<file path="config.mk">
export PLATFORM = sky130hd
export DESIGN_NAME = rd_width_port
export DESIGN_NICKNAME = d
export VERILOG_FILES = /design/src/ram_cfg_pkg.sv /design/src/ram_port_pkg.sv /design/src/rd_width_port.sv
export SDC_FILE = /design/constraint.sdc
export NUM_CORES = 1
export LEC_CHECK = 0
export BUFFER_PORTS_ARGS = -buffer_cell sky130_fd_sc_hd__buf_2
export CAP_MARGIN = 15
export CORE_AREA = 2 2 77 79
export CTS_BUF_LIST = sky130_fd_sc_hd__clkbuf_16
export CTS_CLUSTER_SIZE = 28
export DETAILED_ROUTE_END_ITERATION = 7
export DIE_AREA = 0 0 79 81
export PLACE_DENSITY = 0.8
export SYNTH_ARGS = -nofsm -noshare
export SYNTH_HDL_FRONTEND = slang
export SYNTH_SLANG_ARGS = --single-unit
</file>
<file path="constraint.sdc">
create_clock -name rclk -period 5.81 [get_ports rclk]
set_clock_uncertainty 0.2 [all_clocks]
set_input_delay 1.743 -clock rclk [delete_from_list [all_inputs] [get_ports rclk]]
set_output_delay 1.743 -clock rclk [all_outputs]
set_load 0.01 [all_outputs]
</file>
<file path="src/ram_cfg_pkg.sv">
`default_nettype none

package ram_cfg_pkg;

   // Geometry of one half block RAM, 16 Kbit without parity
   localparam int ADDR_BITS      = 14;                      // Bit address width
   localparam int LOG2_WORD      = 5;                       // Word is 2**5 bits
   localparam int WORD_BITS      = 1 << LOG2_WORD;          // 32 bit storage word
   localparam int WORD_ADDR_BITS = ADDR_BITS - LOG2_WORD;   // 9 bit word address
   localparam int NUM_WORDS      = 1 << WORD_ADDR_BITS;     // 512 words
   localparam int BYTE_BITS      = 8;                       // Bits per byte lane
   localparam int NUM_BYTES      = WORD_BITS / BYTE_BITS;   // 4 byte lanes

   // One enable per byte of the storage word
   typedef logic [NUM_BYTES-1:0] byte_en_t;

   // Spreads each byte enable over the 8 bits it covers
   function automatic logic [WORD_BITS-1:0] expand_byte_en(byte_en_t be);
      logic [WORD_BITS-1:0] bit_en;
      for (int b = 0; b < NUM_BYTES; b++) begin
         bit_en[b*BYTE_BITS +: BYTE_BITS] = {BYTE_BITS{be[b]}}; // Byte b to 8 bits
      end
      return bit_en;
   endfunction

endpackage

`default_nettype wire

</file>
<file path="src/ram_port_pkg.sv">
`default_nettype none

package ram_port_pkg;

   import ram_cfg_pkg::*;

   typedef logic [WORD_BITS-1:0]      word_t;      // One storage word
   typedef logic [WORD_ADDR_BITS-1:0] word_addr_t; // Selects one of 512 words
   typedef logic [LOG2_WORD-1:0]      lane_t;      // Bit offset inside a word

   // Full 14 bit bit address, split into word and lane
   // A narrow address shifted left by log2 of its width lands here
   typedef struct packed {
      word_addr_t word;  // Upper 9 bits
      lane_t      lane;  // Lower 5 bits, first bit of the field
   } bit_addr_t;

   // Write request from the write adapter to the storage
   typedef struct packed {
      logic       en;    // Write strobe for this wclk edge
      word_addr_t addr;  // Target word
      word_t      data;  // Data already moved to its lane
      word_t      mask;  // Bits that take the new data
   } ram_wr_t;

endpackage

`default_nettype wire

</file>
<file path="src/rd_width_port.sv">
`timescale 1ns/1ps
`default_nettype none

// Read side width adapter
// Lane select, read latch on ren_i, optional output register on regen_i
module rd_width_port
   import ram_port_pkg::*;
#(
   parameter int LOG2WIDTH_RD = 5,                         // Read width is 1 << LOG2WIDTH_RD
   parameter int REGISTERS    = 0                          // 1 adds the output register
) (
   input  logic                           rclk,            // Read clock
   input  logic                           rst_n_i,         // Sync reset, active low
   input  word_t                          read_word_i,     // Addressed storage word
   input  lane_t                          rlane_i,         // First bit of the field
   input  logic                           ren_i,           // Read enable
   input  logic                           regen_i,         // Output register enable
   output logic [(1 << LOG2WIDTH_RD)-1:0] data_o           // Read data
);

   localparam int WIDTH_RD = 1 << LOG2WIDTH_RD;            // Read width in bits

   word_t               aligned_word;                      // Field moved down to bit 0
   logic [WIDTH_RD-1:0] rd_field;                          // Field of the read width
   logic [WIDTH_RD-1:0] latch_q;                           // Read latch

   assign aligned_word = read_word_i >> rlane_i;           // Lane is width aligned
   assign rd_field     = aligned_word[WIDTH_RD-1:0];

   // First stage, one cycle after ren_i
   always_ff @(posedge rclk) begin
      if (!rst_n_i) begin
         latch_q <= '0;
      end else if (ren_i) begin
         latch_q <= rd_field;                              // Holds while ren_i is low
      end
   end

   generate
      if (REGISTERS != 0) begin : g_out_reg
         logic [WIDTH_RD-1:0] out_q;                       // Output register

         // Second stage, loads the latch when regen_i is high
         always_ff @(posedge rclk) begin
            if (!rst_n_i) begin
               out_q <= '0;
            end else if (regen_i) begin
               out_q <= latch_q;
            end
         end

         assign data_o = out_q;                            // Two cycle latency
      end else begin : g_no_out_reg
         assign data_o = latch_q;                          // One cycle latency
      end
   endgenerate

endmodule

`default_nettype wire

</file>
==> metrics.txt <==
outcome complete, no violations; CP Launch Type primary input; Flop pwr share 0.334; hpwl dp between 6 and 7 mm; hold_buf cts 0; crit path time final about 4200 ps; root buffer cell clkbuf_16; Pleak approximately 1.4 nW; fin crit share 0.7221; slew margin rel. 0.2572; Setup WS pre-CTS ~1400 ps; Core ar. 0.005675 mm2; combinational power share 0.318; WP data arrival roughly 4200 ps; FF+latch count, synth 32; clk_lat worst skew 270 ps; Hold Fails Final Rpt 0; Reg clk slew, reported paths roughly 50 ps; wire per inst 18.16 um; Worst Setup End Kind flip-flop; Routed WL approximately 8.4 mm; Die Y ~81 um; most common cell after layout, fill and taps aside buf_2; # nets final 427; Final ANT Viol Nets 0; Ports 73; Worst IR Drop VDD 0.1425 mV; setup_tns 0 ps; setup violators final 0; crit-path max FO 49; die area ~0.0064 mm2; Clock Sinks 32; Syn. warnings 0; diode count 0; share of cells above drive strength 1 0.2791; number of remaining DRC errors 0; syn avg cell area 8.744 um2; Final Max Tran Viols 0; Area Overhead vs Synth 13.47%; unrepaired setup endpoints after global routing false; Initial Util 0.5254; first drt pass iteration count 5; max reg flops 32; pin count of the biggest net entering global routing 50; Clk pwr share 0.348; CTS Buf Count 5; mapped cell area approximately 0.0030 mm2; Die Span X slightly below 80 um; fill cell count between 500 and 600; DR iter-0 viols approximately 260; Distinct cells, synth 48; number of global-route vias before repair 2,771; Max-Cap Viols 0; Final GP Congestion approximately 0.93; Worst Tran Pin Value ~1100 ps; Int Pwr just under 0.5 mW; IO buf count just over 70; P_sw 0.2298 mW; power density over cell area approximately 210 mW/mm2; Via Count a little under 3,000; antenna violations before repair 0; f_max roughly 0.24 GHz; syn_nets 382; cells after synthesis between 300 and 400; Clock Path Buffers 2; Hold Crit Class flip-flop to flip-flop; H-tree Lvls 2; Crit Path Class primary input to flip-flop; via/cell ratio 6.297; all-layer global routing usage 0.2690; setup slack after layout approximately 1600 ps; most frequent cells in the layout buf_2, mux2i_1, dfxtp_1; total grt overflow 0; first-pass GRT wire length between 10 and 15 mm; post-synthesis sequential area ratio 0.2149; Post-CTS Resized 0; switching part of the total 0.3220; Cell Rows 28; CTS tree done; post-CTS setup buffers 0; Req. time, crit path around 5800 ps
## layer usage
layer,routed length [um],track usage
met1,3416,0.3252
met4,175,0.09655
met5,0,0
met3,505,0.04778
met2,4294,0.4814
## final cells by class
class                      instances  area [um2]  share of cell area
timing repair buffer              72       362.8              0.1072
inverter                           3       11.26            0.003328
clock buffer                       5       125.1             0.03698
sequential                        32       640.6              0.1893
tap                               75       93.84             0.02774
multi-input combinational        272        2136              0.6313
clock inverter                     3       13.76            0.004068
## logic make-up after synthesis
group / share of synthesized area
flops: 0.2149
buf+inv: 0.06882
simple gates: 0.1578
mux: 0.3340
compound gates: 0.2245
## path summary, 6_finish.rpt
check | from | end | slack [ps] | depth (start not counted)
worst max register to register | data_o[12]$_SDFFE_PN0P_ | data_o[12]$_SDFFE_PN0P_ | 4720 | 2
worst min register to register | data_o[19]$_SDFFE_PN0P_ | data_o[19]$_SDFFE_PN0P_ | 270 | 2
worst max-delay path | rlane_i[1] | data_o[0]$_SDFFE_PN0P_ | 1610 | 7
worst min-delay path | data_o[19]$_SDFFE_PN0P_ | data_o[19]$_SDFFE_PN0P_ | 270 | 2
## worst max-delay path, cell delays in order
cell and delay [ps]:
buf_2 830, mux4_2 640, mux2i_1 340, nand2_1 90, nand2_1 160, nor2_1 70
o31a_1 290
## power by group through the flow
stage	Combinational (mW)	Clock, mW	Sequential (mW)
global placement	0.219	0	0.242
CTS	0.224	0.249	0.238
finish	0.227	0.248	0.238
detailed placement	0.223	0	0.243
floorplan	0.156	0	0.247
global route	0.246	0.258	0.239
## Yosys cell counts (all sizes together)
cell type | number | area, um2
a211o | 2 | 17.52
a211oi | 9 | 67.56
a21o | 1 | 7.510
a21oi | 21 | 105.1
a222oi | 1 | 10.01
a22o | 2 | 17.52
a22oi | 10 | 75.07
a2bb2oi | 1 | 8.760
a311oi | 1 | 8.760
a31oi | 2 | 12.51
a32o | 1 | 10.01
a32oi | 1 | 8.760
and2 | 7 | 43.79
buf | 20 | 141.4
clkbuf | 14 | 52.55
dfxtp | 32 | 640.6
inv | 3 | 11.26
mux2 | 17 | 191.4
mux2i | 41 | 414.1
mux4 | 17 | 390.4
nand2 | 31 | 116.4
nand2b | 3 | 18.77
nand3 | 5 | 25.02
nand3b | 1 | 7.510
nand4 | 1 | 6.260
nor2 | 25 | 93.84
nor2b | 17 | 106.4
nor3 | 4 | 20.02
nor3b | 2 | 20.02
nor4 | 1 | 6.260
o211ai | 1 | 7.510
o21a | 5 | 37.54
o21ai | 17 | 85.08
o22ai | 8 | 50.05
o2bb2ai | 10 | 87.58
o311ai | 1 | 8.760
o31a | 4 | 35.03
o32ai | 1 | 8.760
or3 | 1 | 6.260
## per-stage QoR
stage | hold WS, ps | cells | util | total power [mW] | cell area (um2)
2_1_floorplan | 290.3 | 341 | - | 0.4037 | 2982
3_3_place_gp | 261.0 | 454 | 0.5716 | 0.4606 | 3244
3_5_place_dp | 268.2 | 454 | 0.5716 | 0.4652 | 3244
4_1_cts | 265.9 | 462 | 0.5961 | 0.7111 | 3383
5_1_grt | 294.0 | 462 | 0.5961 | 0.7436 | 3383
6_report | 266.5 | 462 | 0.5961 | 0.7136 | 3383
No activity file was read; power rests on OpenSTA's default activity.
